$ cat src/source/cq_rx_pkg.sv
// cq rx package
// widths, header field positions, opcodes and FSM states shared by the
// completer-request receive path

package cq_rx_pkg;

   // stream and DW widths
   localparam int DATA_W   = 256;
   localparam int DW_W     = 32;
   localparam int HALF_W   = 128;                  // half beat, four DWs
   localparam int DW_CNT_W = 11;                   // length field
   localparam int ADDR_W   = 11;                   // DW address

   ////////////////////
   // header fields
   ////////////////////
   localparam int ADDR_LSB     = 2;
   localparam int DW_CNT_LSB   = 64;
   localparam int REQ_TYPE_LSB = 75;
   localparam int REQ_TYPE_W   = 4;
   localparam int RID_LSB      = 80;
   localparam int RID_W        = 16;
   localparam int TAG_LSB      = 96;
   localparam int TAG_W        = 8;
   localparam int TC_LSB       = 121;
   localparam int TC_W         = 3;
   localparam int ATTR_LSB     = 124;
   localparam int ATTR_W       = 2;
   localparam int BE_W         = 8;                // first/last DW byte enables
   localparam int PAYLOAD_LSB  = 128;              // DW0 of a header beat

   // short window for simulation, hardware ran 25M cycles (100 ms)
   localparam int THR_WINDOW_CYCLES = 200;

   ////////////////////
   // types
   ////////////////////
   typedef enum logic [3:0] {
      CQ_MEM_RD = 4'b0000,
      CQ_MEM_WR = 4'b0001
   } cq_req_type_e;

   typedef enum logic [1:0] {KIND_NONE, KIND_RD, KIND_WR} req_kind_e;
   typedef enum logic [1:0] {PK_IDLE, PK_PAYLOAD, PK_FLUSH} packer_state_e;
   typedef enum logic {RD_IDLE, RD_WAIT} rd_state_e;

endpackage

$ cat src/source/cq_beat_if.sv
// cq beat interface
// accepted, decoded CQ beats from the parser to the write and read paths

`timescale 1ns/1ps

interface cq_beat_if;
   logic                          beat_valid;   // beat accepted this cycle
   logic                          beat_sop;
   logic                          beat_last;
   logic [cq_rx_pkg::DATA_W-1:0]  beat_data;
   cq_rx_pkg::req_kind_e          beat_kind;    // held for the whole packet
   logic [cq_rx_pkg::DW_CNT_W-1:0] beat_dw_cnt; // valid on sop only
   logic [cq_rx_pkg::BE_W-1:0]    beat_be;
   logic                          rd_busy;      // back toward the parser

   modport parser (output beat_valid, beat_sop, beat_last, beat_data, beat_kind,
                   output beat_dw_cnt, beat_be, input rd_busy);
   modport packer (input beat_valid, beat_sop, beat_last, beat_data, beat_kind,
                   input beat_dw_cnt);
   modport responder (input beat_valid, beat_sop, beat_data, beat_kind, beat_be,
                      output rd_busy);
endinterface

$ cat src/source/cq_header_parser.sv
// cq header parser
// tracks packet boundaries on the CQ stream, decodes the start beat and
// owns tready, including the gaps after read headers and write ends

`timescale 1ns/1ps

module cq_header_parser (
   input  logic                         clk,
   input  logic                         rst_n,
   input  logic [cq_rx_pkg::DATA_W-1:0] cq_tdata_i,
   input  logic                         cq_tvalid_i,
   input  logic                         cq_tlast_i,
   input  logic [7:0]                   cq_be_i,
   output logic                         cq_tready_o,
   cq_beat_if.parser                    beat
);

   logic                                in_pkt_q;    // one cycle behind the bus
   logic                                sop;
   logic                                accept;
   logic                                rd_gap_q;    // cycle after a read header
   logic                                wr_gap_q;    // flush slot after write end
   logic [cq_rx_pkg::REQ_TYPE_W-1:0]    req_type;
   logic [cq_rx_pkg::DW_CNT_W-1:0]      dw_cnt;
   cq_rx_pkg::req_kind_e                dec_kind;
   cq_rx_pkg::req_kind_e                kind_q;

   assign sop      = cq_tvalid_i && !in_pkt_q;
   assign accept   = cq_tvalid_i && cq_tready_o;
   assign req_type = cq_tdata_i[cq_rx_pkg::REQ_TYPE_LSB +: cq_rx_pkg::REQ_TYPE_W];
   assign dw_cnt   = cq_tdata_i[cq_rx_pkg::DW_CNT_LSB +: cq_rx_pkg::DW_CNT_W];

   // only 1DW reads get a completion, long reads drop out here
   always_comb begin
      dec_kind = cq_rx_pkg::KIND_NONE;
      if (req_type == cq_rx_pkg::CQ_MEM_WR)
         dec_kind = cq_rx_pkg::KIND_WR;
      else if (req_type == cq_rx_pkg::CQ_MEM_RD && dw_cnt == cq_rx_pkg::DW_CNT_W'(1))
         dec_kind = cq_rx_pkg::KIND_RD;
   end

   always_ff @(posedge clk) begin
      if (!rst_n) begin
         in_pkt_q <= 1'b0;
         kind_q   <= cq_rx_pkg::KIND_NONE;
         rd_gap_q <= 1'b0;
         wr_gap_q <= 1'b0;
      end else begin
         if (accept && cq_tlast_i)
            in_pkt_q <= 1'b0;                      // packet done
         else if (accept && sop)
            in_pkt_q <= 1'b1;
         if (accept && sop)
            kind_q <= dec_kind;                    // hold kind for later beats
         rd_gap_q <= accept && sop && dec_kind == cq_rx_pkg::KIND_RD;
         wr_gap_q <= accept && cq_tlast_i && beat.beat_kind == cq_rx_pkg::KIND_WR;
      end
   end

   assign cq_tready_o = !beat.rd_busy && !rd_gap_q && !wr_gap_q;

   // decoded beat toward packer and responder
   assign beat.beat_valid  = accept;
   assign beat.beat_sop    = sop;
   assign beat.beat_last   = cq_tlast_i;
   assign beat.beat_data   = cq_tdata_i;
   assign beat.beat_kind   = sop ? dec_kind : kind_q;
   assign beat.beat_dw_cnt = dw_cnt;                // header field, sop only
   assign beat.beat_be     = cq_be_i;

endmodule

$ cat src/source/cq_read_responder.sv
// cq read responder
// captures 1DW memory read headers and holds the completion request
// until the transmit side reports done

`timescale 1ns/1ps

module cq_read_responder (
   input  logic                         clk,
   input  logic                         rst_n,
   cq_beat_if.responder                 beat,
   input  logic                         compl_done_i,
   output logic                         req_compl_o,
   output logic [2:0]                   req_tc_o,
   output logic [1:0]                   req_attr_o,
   output logic [15:0]                  req_rid_o,
   output logic [7:0]                   req_tag_o,
   output logic [7:0]                   req_be_o,
   output logic [cq_rx_pkg::ADDR_W-1:0] req_addr_o
);

   cq_rx_pkg::rd_state_e state_q;
   logic                 rd_start;

   assign rd_start = state_q == cq_rx_pkg::RD_IDLE && beat.beat_valid && beat.beat_sop
                     && beat.beat_kind == cq_rx_pkg::KIND_RD;

   always_ff @(posedge clk) begin
      if (!rst_n) begin
         state_q <= cq_rx_pkg::RD_IDLE;
      end else begin
         case (state_q)
            cq_rx_pkg::RD_IDLE: if (rd_start) state_q <= cq_rx_pkg::RD_WAIT;
            cq_rx_pkg::RD_WAIT: if (compl_done_i) state_q <= cq_rx_pkg::RD_IDLE;
            default:            state_q <= cq_rx_pkg::RD_IDLE;
         endcase
      end
   end

   // header fields, stable while the request is pending
   always_ff @(posedge clk) begin
      if (rd_start) begin
         req_tc_o   <= beat.beat_data[cq_rx_pkg::TC_LSB +: cq_rx_pkg::TC_W];
         req_attr_o <= beat.beat_data[cq_rx_pkg::ATTR_LSB +: cq_rx_pkg::ATTR_W];
         req_rid_o  <= beat.beat_data[cq_rx_pkg::RID_LSB +: cq_rx_pkg::RID_W];
         req_tag_o  <= beat.beat_data[cq_rx_pkg::TAG_LSB +: cq_rx_pkg::TAG_W];
         req_be_o   <= beat.beat_be;
         req_addr_o <= beat.beat_data[cq_rx_pkg::ADDR_LSB +: cq_rx_pkg::ADDR_W];
      end
   end

   assign req_compl_o  = state_q == cq_rx_pkg::RD_WAIT;
   assign beat.rd_busy = state_q == cq_rx_pkg::RD_WAIT;  // stalls the stream

endmodule

$ cat src/source/cq_rx_engine.sv
// cq rx engine
// completer-request receive path on a 256-bit stream: header parse,
// 1DW read completion requests, write repacking and a throughput meter

`timescale 1ns/1ps

module cq_rx_engine (
   input  logic                         clk,
   input  logic                         rst_n,
   // CQ stream
   input  logic [cq_rx_pkg::DATA_W-1:0] cq_tdata_i,
   input  logic                         cq_tvalid_i,
   input  logic                         cq_tlast_i,
   input  logic [7:0]                   cq_be_i,
   output logic                         cq_tready_o,
   // completion request to tx side
   input  logic                         compl_done_i,
   output logic                         req_compl_o,
   output logic [2:0]                   req_tc_o,
   output logic [1:0]                   req_attr_o,
   output logic [15:0]                  req_rid_o,
   output logic [7:0]                   req_tag_o,
   output logic [7:0]                   req_be_o,
   output logic [cq_rx_pkg::ADDR_W-1:0] req_addr_o,
   // receive FIFO, no back-pressure
   output logic [cq_rx_pkg::DATA_W-1:0] fifo_wr_data_o,
   output logic                         fifo_wr_en_o,
   output logic                         wr_done_o,
   // throughput
   input  logic                         thr_clear_i,
   output logic [31:0]                  thr_count_o,
   output logic                         thr_valid_o
);

   cq_beat_if beat ();

   cq_header_parser u_parser (
      .clk, .rst_n, .cq_tdata_i, .cq_tvalid_i, .cq_tlast_i, .cq_be_i, .cq_tready_o,
      .beat (beat.parser)
   );

   cq_write_packer u_packer (
      .clk, .rst_n, .beat (beat.packer), .fifo_wr_data_o, .fifo_wr_en_o, .wr_done_o
   );

   cq_read_responder u_responder (
      .clk, .rst_n, .beat (beat.responder), .compl_done_i, .req_compl_o,
      .req_tc_o, .req_attr_o, .req_rid_o, .req_tag_o, .req_be_o, .req_addr_o
   );

   rx_throughput_meter #(.WINDOW (cq_rx_pkg::THR_WINDOW_CYCLES)) u_meter (
      .clk, .rst_n,
      .word_i      (fifo_wr_en_o),         // one word per strobe
      .clear_i     (thr_clear_i),
      .thr_count_o,
      .thr_valid_o
   );

endmodule

$ cat src/source/cq_write_packer.sv
// cq write packer
// repacks write payload DWs into 256-bit FIFO words, DW0 lowest, with a
// 128-bit carry between beats and zero fill of the last word

`timescale 1ns/1ps

module cq_write_packer (
   input  logic                         clk,
   input  logic                         rst_n,
   cq_beat_if.packer                    beat,
   output logic [cq_rx_pkg::DATA_W-1:0] fifo_wr_data_o,
   output logic                         fifo_wr_en_o,
   output logic                         wr_done_o
);

   cq_rx_pkg::packer_state_e            state_q;
   logic [cq_rx_pkg::DW_CNT_W-1:0]      dw_left_q;   // DWs still to arrive
   logic [cq_rx_pkg::HALF_W-1:0]        carry_q;     // upper half of previous beat
   logic [cq_rx_pkg::HALF_W-1:0]        beat_lo;
   logic [cq_rx_pkg::HALF_W-1:0]        beat_hi;
   logic                                wr_start;

   // keep the lowest n DWs of a half beat, zero the rest
   function automatic logic [cq_rx_pkg::HALF_W-1:0] keep_dws(
      input logic [cq_rx_pkg::HALF_W-1:0]   half,
      input logic [cq_rx_pkg::DW_CNT_W-1:0] n
   );
      logic [cq_rx_pkg::HALF_W-1:0] res;
      res = '0;
      for (int i = 0; i < cq_rx_pkg::HALF_W / cq_rx_pkg::DW_W; i++) begin
         if (n > i)
            res[i*cq_rx_pkg::DW_W +: cq_rx_pkg::DW_W] = half[i*cq_rx_pkg::DW_W +: cq_rx_pkg::DW_W];
      end
      return res;
   endfunction

   assign beat_lo  = beat.beat_data[0 +: cq_rx_pkg::HALF_W];
   assign beat_hi  = beat.beat_data[cq_rx_pkg::PAYLOAD_LSB +: cq_rx_pkg::HALF_W];
   assign wr_start = beat.beat_valid && beat.beat_sop && beat.beat_kind == cq_rx_pkg::KIND_WR;

   ////////////////////
   // control FSM
   ////////////////////
   always_ff @(posedge clk) begin
      if (!rst_n) begin
         state_q      <= cq_rx_pkg::PK_IDLE;
         dw_left_q    <= '0;
         fifo_wr_en_o <= 1'b0;
         wr_done_o    <= 1'b0;
      end else begin
         fifo_wr_en_o <= 1'b0;                     // single-cycle strobes
         wr_done_o    <= 1'b0;
         case (state_q)
            cq_rx_pkg::PK_IDLE: if (wr_start) begin
               if (beat.beat_last) begin           // 1..4 DWs, one word
                  fifo_wr_en_o <= 1'b1;
                  wr_done_o    <= 1'b1;
               end else begin
                  dw_left_q <= beat.beat_dw_cnt - cq_rx_pkg::DW_CNT_W'(4);
                  state_q   <= cq_rx_pkg::PK_PAYLOAD;
               end
            end
            cq_rx_pkg::PK_PAYLOAD: if (beat.beat_valid) begin
               fifo_wr_en_o <= 1'b1;               // carry + low half
               if (beat.beat_last) begin
                  if (dw_left_q > cq_rx_pkg::DW_CNT_W'(4)) begin
                     state_q <= cq_rx_pkg::PK_FLUSH;  // leftover in upper half
                  end else begin
                     wr_done_o <= 1'b1;
                     state_q   <= cq_rx_pkg::PK_IDLE;
                  end
               end else begin
                  dw_left_q <= dw_left_q - cq_rx_pkg::DW_CNT_W'(8);
               end
            end
            cq_rx_pkg::PK_FLUSH: begin             // tready held low here
               fifo_wr_en_o <= 1'b1;
               wr_done_o    <= 1'b1;
               state_q      <= cq_rx_pkg::PK_IDLE;
            end
            default: state_q <= cq_rx_pkg::PK_IDLE;
         endcase
      end
   end

   // datapath, words only qualified by fifo_wr_en_o
   always_ff @(posedge clk) begin
      if (state_q == cq_rx_pkg::PK_FLUSH) begin
         fifo_wr_data_o <= {{cq_rx_pkg::HALF_W{1'b0}}, carry_q};
      end else if (beat.beat_valid) begin
         if (state_q == cq_rx_pkg::PK_PAYLOAD) begin
            fifo_wr_data_o <= {keep_dws(beat_lo, dw_left_q), carry_q};
            carry_q        <= keep_dws(beat_hi, dw_left_q - cq_rx_pkg::DW_CNT_W'(4));
         end else begin
            fifo_wr_data_o <= {{cq_rx_pkg::HALF_W{1'b0}}, keep_dws(beat_hi, beat.beat_dw_cnt)};
            carry_q        <= beat_hi;            // DW0..3 of a long write
         end
      end
   end

endmodule

$ cat src/source/rx_throughput_meter.sv
// rx throughput meter
// counts FIFO words in fixed windows and reports each window's count

`timescale 1ns/1ps

module rx_throughput_meter #(
   parameter int WINDOW = cq_rx_pkg::THR_WINDOW_CYCLES
) (
   input  logic        clk,
   input  logic        rst_n,
   input  logic        word_i,
   input  logic        clear_i,
   output logic [31:0] thr_count_o,
   output logic        thr_valid_o
);

   logic [$clog2(WINDOW)-1:0] win_q;     // cycle within window
   logic [31:0]               words_q;   // words so far this window
   logic                      win_end;

   assign win_end = win_q == ($clog2(WINDOW))'(WINDOW - 1);

   always_ff @(posedge clk) begin
      if (!rst_n || clear_i) begin
         win_q       <= '0;
         words_q     <= '0;
         thr_count_o <= '0;
         thr_valid_o <= 1'b0;
      end else begin
         thr_valid_o <= win_end;
         if (win_end) begin
            win_q       <= '0;
            words_q     <= '0;                     // restart window
            thr_count_o <= words_q + 32'(word_i);  // includes this last cycle
         end else begin
            win_q   <= win_q + 1'b1;
            words_q <= words_q + 32'(word_i);
         end
      end
   end

endmodule

$ cat config.mk
export PLATFORM = sky130hd
export DESIGN_NAME = cq_rx_engine
export DESIGN_NICKNAME = d
export VERILOG_FILES = /design/src/source/cq_rx_pkg.sv /design/src/source/cq_beat_if.sv /design/src/source/cq_header_parser.sv /design/src/source/cq_read_responder.sv /design/src/source/cq_rx_engine.sv /design/src/source/cq_write_packer.sv /design/src/source/rx_throughput_meter.sv
export SDC_FILE = /design/constraint.sdc
export NUM_CORES = 1
export LEC_CHECK = 0
export ABC_AREA = 1
export BUFFER_PORTS_ARGS = -buffer_cell sky130_fd_sc_hd__buf_2
export CAP_MARGIN = 0
export CORE_MARGIN = 3
export CORE_UTILIZATION = 33
export CTS_BUF_LIST = sky130_fd_sc_hd__clkbuf_4 sky130_fd_sc_hd__clkbuf_8
export CTS_CLUSTER_DIAMETER = 30
export DETAILED_ROUTE_END_ITERATION = 10
export PLACE_DENSITY = 0.65
export SYNTH_ARGS = -nofsm -noshare
export SYNTH_HDL_FRONTEND = slang
export SYNTH_SLANG_ARGS = --single-unit
$ cat constraint.sdc
create_clock -name clk -period 9.5 [get_ports clk]
set_input_delay 1.425 -clock clk [delete_from_list [all_inputs] [get_ports clk]]
set_output_delay 1.425 -clock clk [all_outputs]
set_load 0.01 [all_outputs]
==> Word level (Yosys, flattened, before mapping) <==
Cells that the tools add are included.
Widths: inputs -> output; s select.
{ "totals": {"regBits": 526, "output_inout_bits": 341} }
{ "op_classes": {"n_mux": 41, "n_bitwise": 3, "order_cmp": 13, "addsub": 5, "n_eq_ne": 13, "n_reduce_logical": 28} }
{ "op_table": {"columns": ["op", "count"], "rows": [
  ["$mux 128", 3],
  ["$mux 32", 12],
  ["$mux 256", 1],
  ["$gt 11x1->1 const B", 6],
  ["$gt 11x2->1 const B", 6],
  ["$mux 11", 4],
  ["$add 32x1->32", 1],
  ["$pmux 11 s2", 1],
  ["$sub 11x3->11 const B", 2],
  ["$mux 2", 7],
  ["$logic_and 1x1->1", 13],
  ["$eq 11x1->1 const B", 1],
  ["$gt 11x3->1 const B", 1],
  ["$sub 11x4->11 const B", 1],
  ["$mux 1", 9],
  ["$add 8x1->8 const B", 1],
  ["$eq 8x8->1 const B", 1],
  ["$ne 2x2->1 const B", 4],
  ["$eq 2x1->1 const B", 3],
  ["$pmux 1 s3", 2],
  ["$logic_not 1->1", 5],
  ["$reduce_and 5->1", 1],
  ["$eq 2x2->1 const B", 2],
  ["$eq 4x1->1 const B", 1],
  ["other kinds (11)", 15]
]} }

==> Depth between registers and ports, before layout <==
Gate-level depths: netlist of the first run.
{ "logic_depth": {"depth_word": 9, "mapped_depth": 12, "mapped_depth_nobuf": 11} }

==> Hierarchy <==
From an unflattened synthesis of the first run, not the netlist that was laid out.
{ "unflattened": {"cells_unflattened": 2520, "hier_area_um2": 23796.6} }
{ "modules_own_cells": {"columns": ["mod", "area_each_um2", "instances", "cells_per_inst"], "rows": [
  ["cq_write_packer", 16648.5, 1, 1698],
  ["rx_throughput_meter", 3234.4, 1, 434],
  ["cq_header_parser", 2398.6, 1, 328],
  ["cq_read_responder", 1515.2, 1, 60]
]} }

==> Worst setup path before layout of the first run <==
OpenSTA, ideal clock, no wires.
{ "synth_path": {"path_kind": "input to register", "from": "in cq_tvalid_i", "to": "reg u_packer.carry_q[0] in the netlist's numbering (enable)", "t_arrival_ns": 6.974, "cell_stages": 2, "setup_ns": 0.617, "slack_ns": 1.909, "path_cell_list": "nand3_2 -> nor2_1"} }
{ "synth_between": {"elab_chain_cells": 2} }
{ "synth_lines": {"columns": ["element", "line", "text"], "rows": [
  ["start, declared", "cq_rx_engine.sv:12", "input logic cq_tvalid_i,"],
  ["$logic_and 1x1->1", "cq_header_parser.sv:29", "assign accept = cq_tvalid_i && cq_tready_o;"],
  ["$reduce_and 2->1 (no source line)", null, null],
  ["end signal, assigned", "cq_write_packer.sv:93", "carry_q <= keep_dws(beat_hi, dw_left_q - cq_rx_pkg::DW_CNT_W'(4));"],
  ["end signal, assigned", "cq_write_packer.sv:96", "carry_q <= beat_hi;"],
  ["end, declared", "cq_write_packer.sv:18", "logic [cq_rx_pkg::HALF_W-1:0] carry_q;"]
]} }
No other way between the ends.
A chain may end at the register's enable or synchronous reset.

==> Final worst setup path of the first run <==
{ "layout_path": {"from": "reg u_packer.state_q[0]", "to": "reg u_packer.fifo_wr_data_o[41] in the netlist's numbering (data pin)"} }
{ "layout_between": {"elab_chain_cells": 4, "word_cells_on_any_way": 5, "classes_between": "eq/ne: 2; mux: 3"} }
{ "layout_lines": {"columns": ["element", "line", "text"], "rows": [
  ["start, declared", "cq_write_packer.sv:16", "cq_rx_pkg::packer_state_e state_q;"],
  ["start signal, assigned", "cq_write_packer.sv:46", "state_q <= cq_rx_pkg::PK_IDLE;"],
  ["start signal, assigned", "cq_write_packer.sv:60", "state_q <= cq_rx_pkg::PK_PAYLOAD;"],
  ["start signal, assigned", "cq_write_packer.sv:67", "state_q <= cq_rx_pkg::PK_FLUSH;"],
  ["$eq 2x1->1", "cq_write_packer.sv:91", "if (state_q == cq_rx_pkg::PK_PAYLOAD) begin"],
  ["$mux 256", "cq_write_packer.sv:91", null],
  ["$mux 128", "cq_write_packer.sv:90", "end else if (beat.beat_valid) begin"],
  ["$mux 128 *", "cq_write_packer.sv:88", "if (state_q == cq_rx_pkg::PK_FLUSH) begin"],
  ["end signal, assigned", "cq_write_packer.sv:89", "fifo_wr_data_o <= {{cq_rx_pkg::HALF_W{1'b0}}, carry_q};"],
  ["end signal, assigned", "cq_write_packer.sv:92", "fifo_wr_data_o <= {keep_dws(beat_lo, dw_left_q), carry_q};"],
  ["end signal, assigned", "cq_write_packer.sv:95", "fifo_wr_data_o <= {{cq_rx_pkg::HALF_W{1'b0}}, keep_dws(beat_hi, beat.beat_dw_cnt)};"],
  ["end, declared", "cq_write_packer.sv:11", "output logic [cq_rx_pkg::DATA_W-1:0] fifo_wr_data_o,"]
]} }
Every way passes the cells marked *; elsewhere a longest branch is shown, timed or not. The select of a mux whose other input is x is not followed.

==> results of run 1 <==
[where the power goes]
group	switching, W	total (W)	internal (W)
Combinational	0.000214	0.000326	0.000112
Sequential	0.0000248	0.00254	0.00251
Clock	0.00112	0.00296	0.00184
Total	0.00136	0.00582	0.00446
[worst paths after layout]
| path | to | slack (ns) | cells past startpoint |
|---|---|---|---|
| worst max register to register | u_packer.fifo_wr_data_o[41] | 5.78 | 8 |
| worst min register to register | u_packer.fifo_wr_data_o[219] | 0.45 | 2 |
| worst max-delay path | u_packer.fifo_wr_data_o[41] | 5.78 | 8 |
| worst min-delay path | u_packer.fifo_wr_data_o[219] | 0.45 | 2 |
[cells in the final DEF (no fill, tap or decap), drive strengths merged, types with 4 or more instances in the layout]
cell type / instances
ha: 10
clkinvlp: 13
nand3b: 4
nor3: 15
dfxtp: 222
nand3: 98
clkinv: 39
edfxtp: 304
clkbuf: 151
bufinv: 17
nand4: 10
a21oi: 56
o21ai: 156
nand2: 611
a32o: 32
a21boi: 64
diode: 12
buf: 628
nor2: 156
xnor2: 5
inv: 163
xor2: 24
o31ai: 44
[per-layer routing]
metal | vias to the layer above | part of all wire [%] | routed length [µm]
met3 | 130 | 7.6 | 4840
met2 | 639 | 49 | 31200
li1 | 8409 | - | -
met5 | - | 0.077 | 49
met1 | 8079 | 40 | 25600
met4 | 8 | 3.1 | 1970
[kinds of logic (layout without fill, tap and decap cells)]
group / after synthesis / count (layout) / synth area share, %
and+or+nand+nor: 903 / 903 / 17.5
DFF: 526 / 526 / 64.6
AOI/OAI and AO/OA: 362 / 362 / 10.8
buffers and inverters: 266 / 1011 / 5.25
xor gates and xnor gates: 29 / 29 / 1.21
adders and majority gates: 10 / 10 / 0.596
muxes: 1 / 1 / 0.0477
other: 0 / 12 / 0
[sequential cells by signal (all words and copies together), names as in the netlist]
signal                    count
u_packer.fifo_wr_data_o     256
u_packer.carry_q            128
u_meter.thr_count_o          32
u_meter.words_q              32
u_responder.req_rid_o        16
u_packer.dw_left_q           11
u_responder.req_addr_o       11
u_meter.win_q                 8
u_responder.req_be_o          8
u_responder.req_tag_o         8
u_responder.req_tc_o          3
u_packer.state_q              2
u_parser.kind_q               2
u_responder.req_attr_o        2
u_meter.thr_valid_o           1
u_packer.fifo_wr_en_o         1
u_packer.wr_done_o            1
u_parser.in_pkt_q             1
u_parser.rd_gap_q             1
u_parser.wr_gap_q             1
u_responder.beat.rd_busy      1
[layout make-up]
| class | count | area, µm² |
|---|---|---|
| diodes | 12 | 30.0 |
| clock buffers | 151 | 1950 |
| clock inverters | 79 | 903 |
| fillers | 6055 | 34600 |
| inverters | 153 | 579 |
| multi-input cells | 1305 | 6360 |
| flip-flops and latches | 526 | 13600 |
| well taps | 837 | 1050 |
| repair buffers | 628 | 3200 |
[per-stage QoR]
| step | utilization, % | hold WS, ns | setup slack [ns] | instances | total power (W) |
|---|---|---|---|---|---|
| 5_1_grt | 44.4 | 0.470 | 5.47 | 3687 | 0.00605 |
| 3_3_place_gp | 39.8 | 0.434 | 5.61 | 3449 | 0.00291 |
| 6_report | 44.4 | 0.449 | 5.78 | 3691 | 0.00582 |
| 3_5_place_dp | 39.8 | 0.436 | 5.59 | 3449 | 0.00291 |
| 2_1_floorplan | - | 0.430 | 1.91 | 2097 | 0.00275 |
| 4_1_cts | 44.3 | 0.453 | 5.75 | 3679 | 0.00590 |
[worst min-delay path: cells and delay by family, from the launching register on]
kind	cells	cell delay, ns
DFF	1	0.32
and+or+nand+nor	1	0.05
AOI/OAI and AO/OA	1	0.05
==> out/qor.yml, run 1 <==
hp-class: "flip-flop to flip-flop"
synth_warnings: 0
synth_top_area_share_pct: 43.5
fp.dieW_um: 258
drv_cap: 0
worst_setup_path_end_kind: "flip-flop"
finalHoldViolations: 0
setup_tns_ns: 0
gp_congestion: 0.883
tightestPinTransition_ns: 1.32
cts_tree: "built"
timing.final.crit_share_pct: 39.2
status: "finished, final reports clean"
drive_above_1_share_pct: 30.9
grt_overflow: 0
synthTopCellsByArea: "edfxtp_1 (43%), dfxtp_1 (21%), nand2_1 (11%)"
yosysMostFrequentCell: "nand2_1"
reg2reg_from: "u_packer.state_q[0]"
hp-start: "u_packer.fifo_wr_data_o[219]"
syn_avg_cell_area_um2: 10.0
synth-async-reset-ratio_pct: 0
synthesis.area_um2: 21000
critPathBufInv: 5
ys_seq_area_share_pct: 64.6
htree_levels: 3
final_net_count: 3015
peakVddDrop_uv: 136
design_area_um2: 27600
cts_buffers: 121
synth_top_area_cell: "edfxtp_1"
die_h_um: 258
synthDistinctLibCells: 44
synth-edff-count: 304
crit_family: "buffers and inverters"
top_usage_layer: "met2"
clock_path_buffers: 3
grtUsageTotal_pct: 18.2
dieArea_um2: 66700
grt_pass1_vias: 16900
worstSetupPathType: "flip-flop to flip-flop"
cp_slowest_stage_delay_ns: 0.87
ys_ff_latch: 526
finClkSkew_ns: 0.0340
crit_arrival_ns: 4.10
crit_path_frequent_cell: "buf_4"
syn_inst: 2097
critPathRequiredTime_ns: 9.88
clock-sinks: 526
ctsHoldBuffers: 0
drt_pass1_iterations: 5
synth_fp_nets: 2377
setup.worst_path.start: "u_packer.state_q[0]"
antenna_left: 0
cp_max_fo: 99
grt_max_degree: 129
portBuffers: 610
grt_pass1_wl_um: 95700
drc: 0
grtUsageMet3_pct: 5.06
antenna_found_initial: 17
synth_ff_type: "edfxtp_1"
met1_usage_pct: 22.0
dp_hpwl_um: 43600
placed_area_um2: 24800
worst_path_max_delay_cell: "buf_4"
ys_top_cells_by_count: "nand2_1 (610), edfxtp_1 (304), dfxtp_1 (222)"
max_slew_margin_pct: 12.0
via_per_inst: 4.68
use_met2_pct: 30.5
ctsResizeCount: 0
wl_per_cell_um: 17.3
io_pins: 611
start_util_pct: 33.7
path_clk_slew_ns: 0.06
p_per_area_nw_per_um2: 211
fp-row-count: 91
rsz0062_at_grt: "no"
root_buffer: "clkbuf_8"
post_cts_buffers: 0
core_um2: 62300
area_growth_pct: 31.6
drtIter0Drc: 1283
slew_viol_final: 0
period_needed_ns: 3.72
routed_wl_um: 63700
max_freq_mhz: 269
path_cells: "inv_2 -> nor2_4 -> buf_4 -> nor2_4 -> buf_4 -> inv_4 -> buf_4 -> o31ai_1"
p_leak_nw: 11.9
startpoint_type: "flip-flop"
final-setup-viol-count: 0
vias: 17300
clk_latency_ns: 0.69
(Power assumes the default switching activity.)
==> run 2, diff against run 1 <==
==> constraint.sdc (replaced) <==
create_clock -name clk -period 3.6 [get_ports clk]
set_input_delay 0.54 -clock clk [delete_from_list [all_inputs] [get_ports clk]]
set_output_delay 0.54 -clock clk [all_outputs]
set_load 0.01 [all_outputs]
==> run 2 against run 1 <==
Worst setup slack got worse by 4.7 ns. Sequential power rose to 2.6 times the previous value. Critical path depth increased by 2. Sequential share of layout area decreased by 0.71 points. Die area unchanged. Via count rose by 0.15%. Core utilization is 0.65 points higher. Clock skew increased by 0.015 ns. Cell count rose by 1.0%. Largest cell class unchanged. Highest routed layer unchanged.
==> out/qor.yml, run 2 (synthesis gave the netlist of run 1 again) <==
start_util_pct: 33.7  # unchanged
htree_levels: 3  # unchanged
clk_latency_ns: 0.70  # about the same
hold_end: "u_packer.fifo_wr_data_o[248]"
routed_wl_um: 64100  # +0.63%
final_cell_mix: "buf_2 (610), nand2_1 (609), edfxtp_1 (304), dfxtp_1 (222), nor2_1 (148)"
p_per_area_nw_per_um2: 529  # +150%
vias: 17300  # +0.15%
tightestPinTransition_ns: 0.886  # -0.431 ns
root_buffer: "clkbuf_8"
finClkSkew_ns: 0.0488  # +0.0148 ns
cts_tree: "built"
portBuffers: 610  # unchanged
startpoint_type: "flip-flop"
fp-row-count: 91  # unchanged
io_pins: 611  # unchanged
final-setup-viol-count: 0  # unchanged
regMostFlops: "u_packer.fifo_wr_data_o"
path_cells: "inv_1 -> ha_1 -> nand2_1 -> nand2_1 -> nor2_1 -> nand3_2 -> nor2_1 -> nand3_1 -> nand2_2 -> a21oi_1"
drv_cap: 0  # unchanged
drtIter0Drc: 1176  # -8.3%
grt_pass1_wl_um: 96900  # +1.3%
grt_pass1_vias: 16700  # -1.1%
die_h_um: 258  # unchanged
fillCellCount: 6017  # -0.63%
hp-class: "input pin to flip-flop"
seq_area_um2: 13600  # unchanged
status: "finished, final reports clean"
setup_tns_ns: 0  # unchanged
antenna_found_initial: 8  # -9
grtUsageTotal_pct: 18.6  # +0.35 points
gp_congestion: 0.915  # +3.6%
p_leak_nw: 12.1  # +1.5%
ff2ff_setup_slack_ns: 1.10  # -4.68 ns
worst_setup_path_end_kind: "flip-flop"
wl_per_cell_um: 17.2  # -0.37%
fp.dieW_um: 258  # unchanged
worst_path_max_delay_cell: "nand2_2"
timing.final.crit_share_pct: 69.4  # +30 points
largest_reg_flops: 256  # unchanged
drive_above_1_share_pct: 30.2  # -0.64 points
antenna_left: 0  # unchanged
rsz0062_at_grt: "no"
dieArea_um2: 66700  # unchanged
post_cts_buffers: 0  # unchanged
largestRegisters: "u_packer.fifo_wr_data_o: 256 flops, u_packer.carry_q: 128 flops"
worstHoldPathCells: 3  # +1
dp_cells: 3463  # +0.41%
grt_overflow: 0  # unchanged
clock_path_buffers: 3  # unchanged
grt_max_degree: 90  # -30%
period_needed_ns: 2.50  # -1.22 ns
area_growth_pct: 33.5
crit_arrival_ns: 2.88  # -1.22 ns
via_per_inst: 4.64  # -0.84%
layout_commonest_cell: "buf_2"
path_clk_slew_ns: 0.06  # about the same
cp_max_fo: 32  # -68%
critPathRequiredTime_ns: 3.98  # -5.90 ns
layoutNonFillerInstCount: 3728  # +1.0%
reg2reg_from: "u_packer.dw_left_q[2]"
worstSetupPathType: "flip-flop to flip-flop"
multi_input_area_um2: 6380  # +0.26%
ctsHoldBuffers: 50  # +50
cts_buffers: 112  # -7.4%
clock-sinks: 526  # unchanged
max_freq_mhz: 400  # +49%
max_slew_margin_pct: 40.9  # +29 points
hp-start: "cq_tdata_i[120]"
drt_pass1_iterations: 5  # unchanged
dp_hpwl_um: 44500  # +2.0%
finalHoldViolations: 0  # unchanged
cp_slowest_stage_delay_ns: 0.49  # -0.38 ns
final_net_count: 3070  # +1.8%
slew_viol_final: 0  # unchanged
drc: 0  # unchanged
timing.rr.end: "u_packer.carry_q[60]"
ctsResizeCount: 0  # unchanged
ff2ff_path_depth: 10  # +2
peakVddDrop_uv: 338  # +150%
core_um2: 62300  # unchanged
[run 2: changes by cell type in the layout (fill, tap and decap cells not counted), moves of 5 or more]
| cell | before | now |
|---|---|---|
| dlygate4sd3_1 | 0 | 50 |
| buf_4 | 17 | 27 |
| diode_2 | 12 | 5 |
| clkbuf_4 | 21 | 15 |
| clkbuf_8 | 130 | 124 |
| clkinv_2 | 19 | 24 |
[run 2: stage by stage]
stage / worst slack (ns) / hold slack, ns / area (µm²) / utilization [%] / total power (W)
2_1_floorplan: 0.492 / 0.430 / 21000 / - / 0.00724
6_report: 1.10 / 0.103 / 28000 / 45.0 / 0.0148
3_5_place_dp: 0.818 / 0.436 / 24900 / 40.0 / 0.00770
4_1_cts: 1.05 / 0.000930 / 28000 / 45.0 / 0.0150
3_3_place_gp: 0.857 / 0.432 / 24900 / 40.0 / 0.00769
5_1_grt: 0.853 / 0.0353 / 28000 / 45.0 / 0.0154
[run 2: worst max-delay path by stage]
stage / startpoint / endpoint / slack, ns
global route: u_packer.dw_left_q[3] / u_packer.carry_q[36] / 0.85
detailed placement: cq_tdata_i[66] / u_responder.req_addr_o[1] / 0.82
global placement: cq_tdata_i[66] / u_responder.req_addr_o[1] / 0.86
finish: u_packer.dw_left_q[2] / u_packer.carry_q[60] / 1.10
CTS: u_packer.state_q[0] / u_packer.fifo_wr_data_o[197] / 1.05
floorplan: cq_tvalid_i / u_packer.carry_q[0] / 0.49
[run 2: final cells by class]
cell class / instances / area share, %
clock inverters: 71 / 2.79
repair buffers: 692 / 13.7
well taps: 837 / 3.73
diodes: 5 / 0.0446
multi-input cells: 1305 / 22.7
inverters: 153 / 2.07
flip-flops and latches: 526 / 48.4
clock buffers: 139 / 6.49
[run 2: where the power goes]
part | switching, W | internal (W)
Combinational | 0.000566 | 0.000346
Sequential | 0.0000635 | 0.00663
Clock | 0.00283 | 0.00440
Total | 0.00345 | 0.0114
[run 2: layer usage]
layer	vias up	part of all wire (%)	global-route usage, %
li1	8506	-	-
met1	8044	41	22.9
met2	604	49	31.0
met3	133	7.0	4.51
met4	4	3.3	8.14
met5	-	0.034	0
[run 2: critical path, delay by kind of cell, from the launching register on]
kind                       cells  cell delay, ns
and+or+nand+nor                7            1.19
DFF                            1            0.40
AOI/OAI and AO/OA              1            0.16
buffers and inverters          1            0.16
adders and majority gates      1            0.27
==> run 3, diff against run 2 <==
==> constraint.sdc (replaced) <==
create_clock -name clk -period 2.6 [get_ports clk]
set_input_delay 0.39 -clock clk [delete_from_list [all_inputs] [get_ports clk]]
set_output_delay 0.39 -clock clk [all_outputs]
set_load 0.01 [all_outputs]
==> run 3 against run 2 <==
Clock-buffer cell count rose by 11. Flip-flop and latch count did not move. Sequential power rose by 39%. Worst setup slack got worse by 0.79 ns. Clock power rose by 45%. Largest cell class unchanged.
==> out/qor.yml, run 3 (synthesis gave the netlist of run 1 again) <==
fp.dieW_um: 258  # unchanged
reg2reg_from: "u_packer.dw_left_q[2]"
fp-row-count: 91  # unchanged
clock_path_buffers: 3  # unchanged
grt_overflow: 0  # unchanged
crit_arrival_ns: 2.67  # -0.21 ns
rsz0062_at_grt: "no"
max_slew_margin_pct: 40.2  # -0.71 points
tightestPinTransition_ns: 0.897  # +0.0106 ns
drc: 0  # unchanged
startpoint_type: "input pin"
crit_path_frequent_cell: "nand2_1"
clk_latency_ns: 0.70  # about the same
period_needed_ns: 2.28
largestRegisters: "u_packer.fifo_wr_data_o: 256 flops, u_packer.carry_q: 128 flops"
timing.final.crit_share_pct: 87.9
p_total_w: 0.0213  # +44%
hold_end: "u_packer.carry_q[57]"
regMostFlops: "u_packer.fifo_wr_data_o"
use_met2_pct: 34.9  # +3.9 points
p_leak_nw: 13.1  # +8.1%
top_usage_layer: "met2"
ff2ff_path_depth: 11  # +1
dp_hpwl_um: 45500  # +2.3%
met1_usage_pct: 22.5  # -0.36 points
grtUsageMet3_pct: 4.67  # +0.16 points
antenna_left: 0  # unchanged
grt_max_degree: 161  # +79%
grt_pass1_vias: 18900  # +13%
gp_congestion: 0.890  # -2.6%
layout_commonest_cell: "buf_2"
ctsResizeCount: 0  # unchanged
worstSetupPathType: "input pin to flip-flop"
setup.worst_path.start: "cq_tdata_i[67]"
routed_wl_um: 68900  # +7.5%
vias: 18600  # +7.5%
hp-start: "cq_tdata_i[185]"
grtUsageTotal_pct: 19.9  # +1.4 points
hold_ws_ns: 0.0914  # -0.0115 ns
clock-sinks: 526  # unchanged
slew_viol_final: 0  # unchanged
hp-class: "input pin to flip-flop"
drive_above_1_share_pct: 28.6  # -1.6 points
start_util_pct: 33.7  # unchanged
final_cell_mix: "buf_2 (610), nand2_1 (609), edfxtp_1 (304), dlygate4sd3_1 (253), dfxtp_1 (221)"
grt_pass1_wl_um: 105000  # +8.3%
largest_reg_flops: 256  # unchanged
finClkSkew_ns: 0.0333  # -0.0155 ns
antenna_found_initial: 6  # -2
timing.rr.end: "u_packer.carry_q[40]"
portBuffers: 610  # unchanged
path_clk_slew_ns: 0.05  # about the same
critPathRequiredTime_ns: 2.98  # -1.00 ns
drtIter0Drc: 1243  # +5.7%
finalHoldViolations: 0  # unchanged
cts_tree: "built"
max_freq_mhz: 438
die_h_um: 258  # unchanged
root_buffer: "clkbuf_8"
wl_per_cell_um: 17.5  # +1.8%
dieArea_um2: 66700  # unchanged
drv_cap: 0  # unchanged
final_net_count: 3280  # +6.8%
worstHoldPathCells: 3  # unchanged
worst_setup_path_end_kind: "flip-flop"
final-setup-viol-count: 0  # unchanged
ctsHoldBuffers: 253  # +410%
htree_levels: 3  # unchanged
fillCellCount: 5607  # -6.8%
ff2ff_setup_slack_ns: 0.43  # -0.67 ns
post_cts_buffers: 0  # unchanged
cts_buffers: 112  # unchanged
p_per_area_nw_per_um2: 702  # +33%
core_um2: 62300  # unchanged
drt_pass1_iterations: 5  # unchanged
path_cells: "dlygate4sd3_1 -> buf_2 -> inv_1 -> ha_1 -> nand2_1 -> nor2_1 -> nand4_1 -> nand2_1 -> nand3_1 -> inv_2 -> buf_4"
cp_max_fo: 10  # -69%
area_growth_pct: 44.5
worst_path_max_delay_cell: "dlygate4sd3_1"
status: "finished, final reports clean"
via_per_inst: 4.72  # +1.8%
peakVddDrop_uv: 479  # +42%
io_pins: 611  # unchanged
cp_slowest_stage_delay_ns: 0.60  # +0.11 ns
[run 3: cell count changes in the layout (fill, tap and decap cells not counted), moves of 2 or more]
cell and delta:
buf_12 +10, buf_4 -3, bufinv_16 +4, clkbuf_4 +9, clkbuf_8 +2, clkinv_1 -5, clkinv_2 -3, clkinv_4 -5
clkinvlp_4 -2, diode_2 +2, dlygate4sd3_1 +203, inv_12 -2, inv_6 -2, inv_8 +2
[run 3: routing by layer]
metal  share of wire [%]  up-vias  wire, µm
met5                   0        -         0
met1                  38     8715     26300
met4                 4.5        0      3110
met3                 7.2      180      4970
met2                  50      789     34500
li1                    -     8900         -
[run 3: final cells by class]
| cell class | count | area, µm² | area share (%) |
|---|---|---|---|
| Sequential cell | 526 | 13600 | 44.7 |
| Multi-Input combinational cell | 1305 | 6380 | 21.0 |
| Timing Repair Buffer | 902 | 6070 | 20.0 |
| Clock buffer | 150 | 1910 | 6.31 |
| Tap cell | 837 | 1050 | 3.45 |
| Clock inverter | 57 | 777 | 2.56 |
| Inverter | 153 | 579 | 1.91 |
| Antenna cell | 7 | 17.5 | 0.0577 |
[run 3: power by group]
part / internal, W / total [W] / switching (W) / leakage, nW
clock network: 0.00661 / 0.0105 / 0.00386 / 1.39
logic: 0.000703 / 0.00157 / 0.000867 / 6.95
registers: 0.00918 / 0.00928 / 0.0000955 / 4.72
total: 0.0165 / 0.0213 / 0.00482 / 13.1
[run 3: worst max-delay path, delay by kind of cell]
family                   cells  cell delay (ns)
buffers and inverters        5             1.27
AND/OR/NAND/NOR              5             0.77
adder cells (fa/ha/maj)      1             0.24
[run 3: worst max-delay path by stage]
stage | end | depth (start not counted) | slack [ns]
global route | u_packer.carry_q[45] | 12 | 0.15
detailed placement | u_responder.req_tag_o[6] | 10 | 0.22
floorplan | u_packer.carry_q[0] | 3 | -0.36
global placement | u_responder.req_rid_o[4] | 10 | 0.24
CTS | u_responder.req_rid_o[4] | 11 | 0.38
finish | u_responder.req_rid_o[4] | 11 | 0.32
[run 3: stage by stage]
stage          utilization (%)  TNS [ns]  setup slack [ns]  cells  area, µm²
2_1_floorplan                -    -46.57            -0.364   2097      21000
3_3_place_gp              40.3         0             0.239   3470      25100
3_5_place_dp              40.3         0             0.223   3470      25100
4_1_cts                   48.7         0             0.378   3930      30300
5_1_grt                   48.7         0             0.151   3934      30400
6_report                  48.7         0             0.315   3937      30400
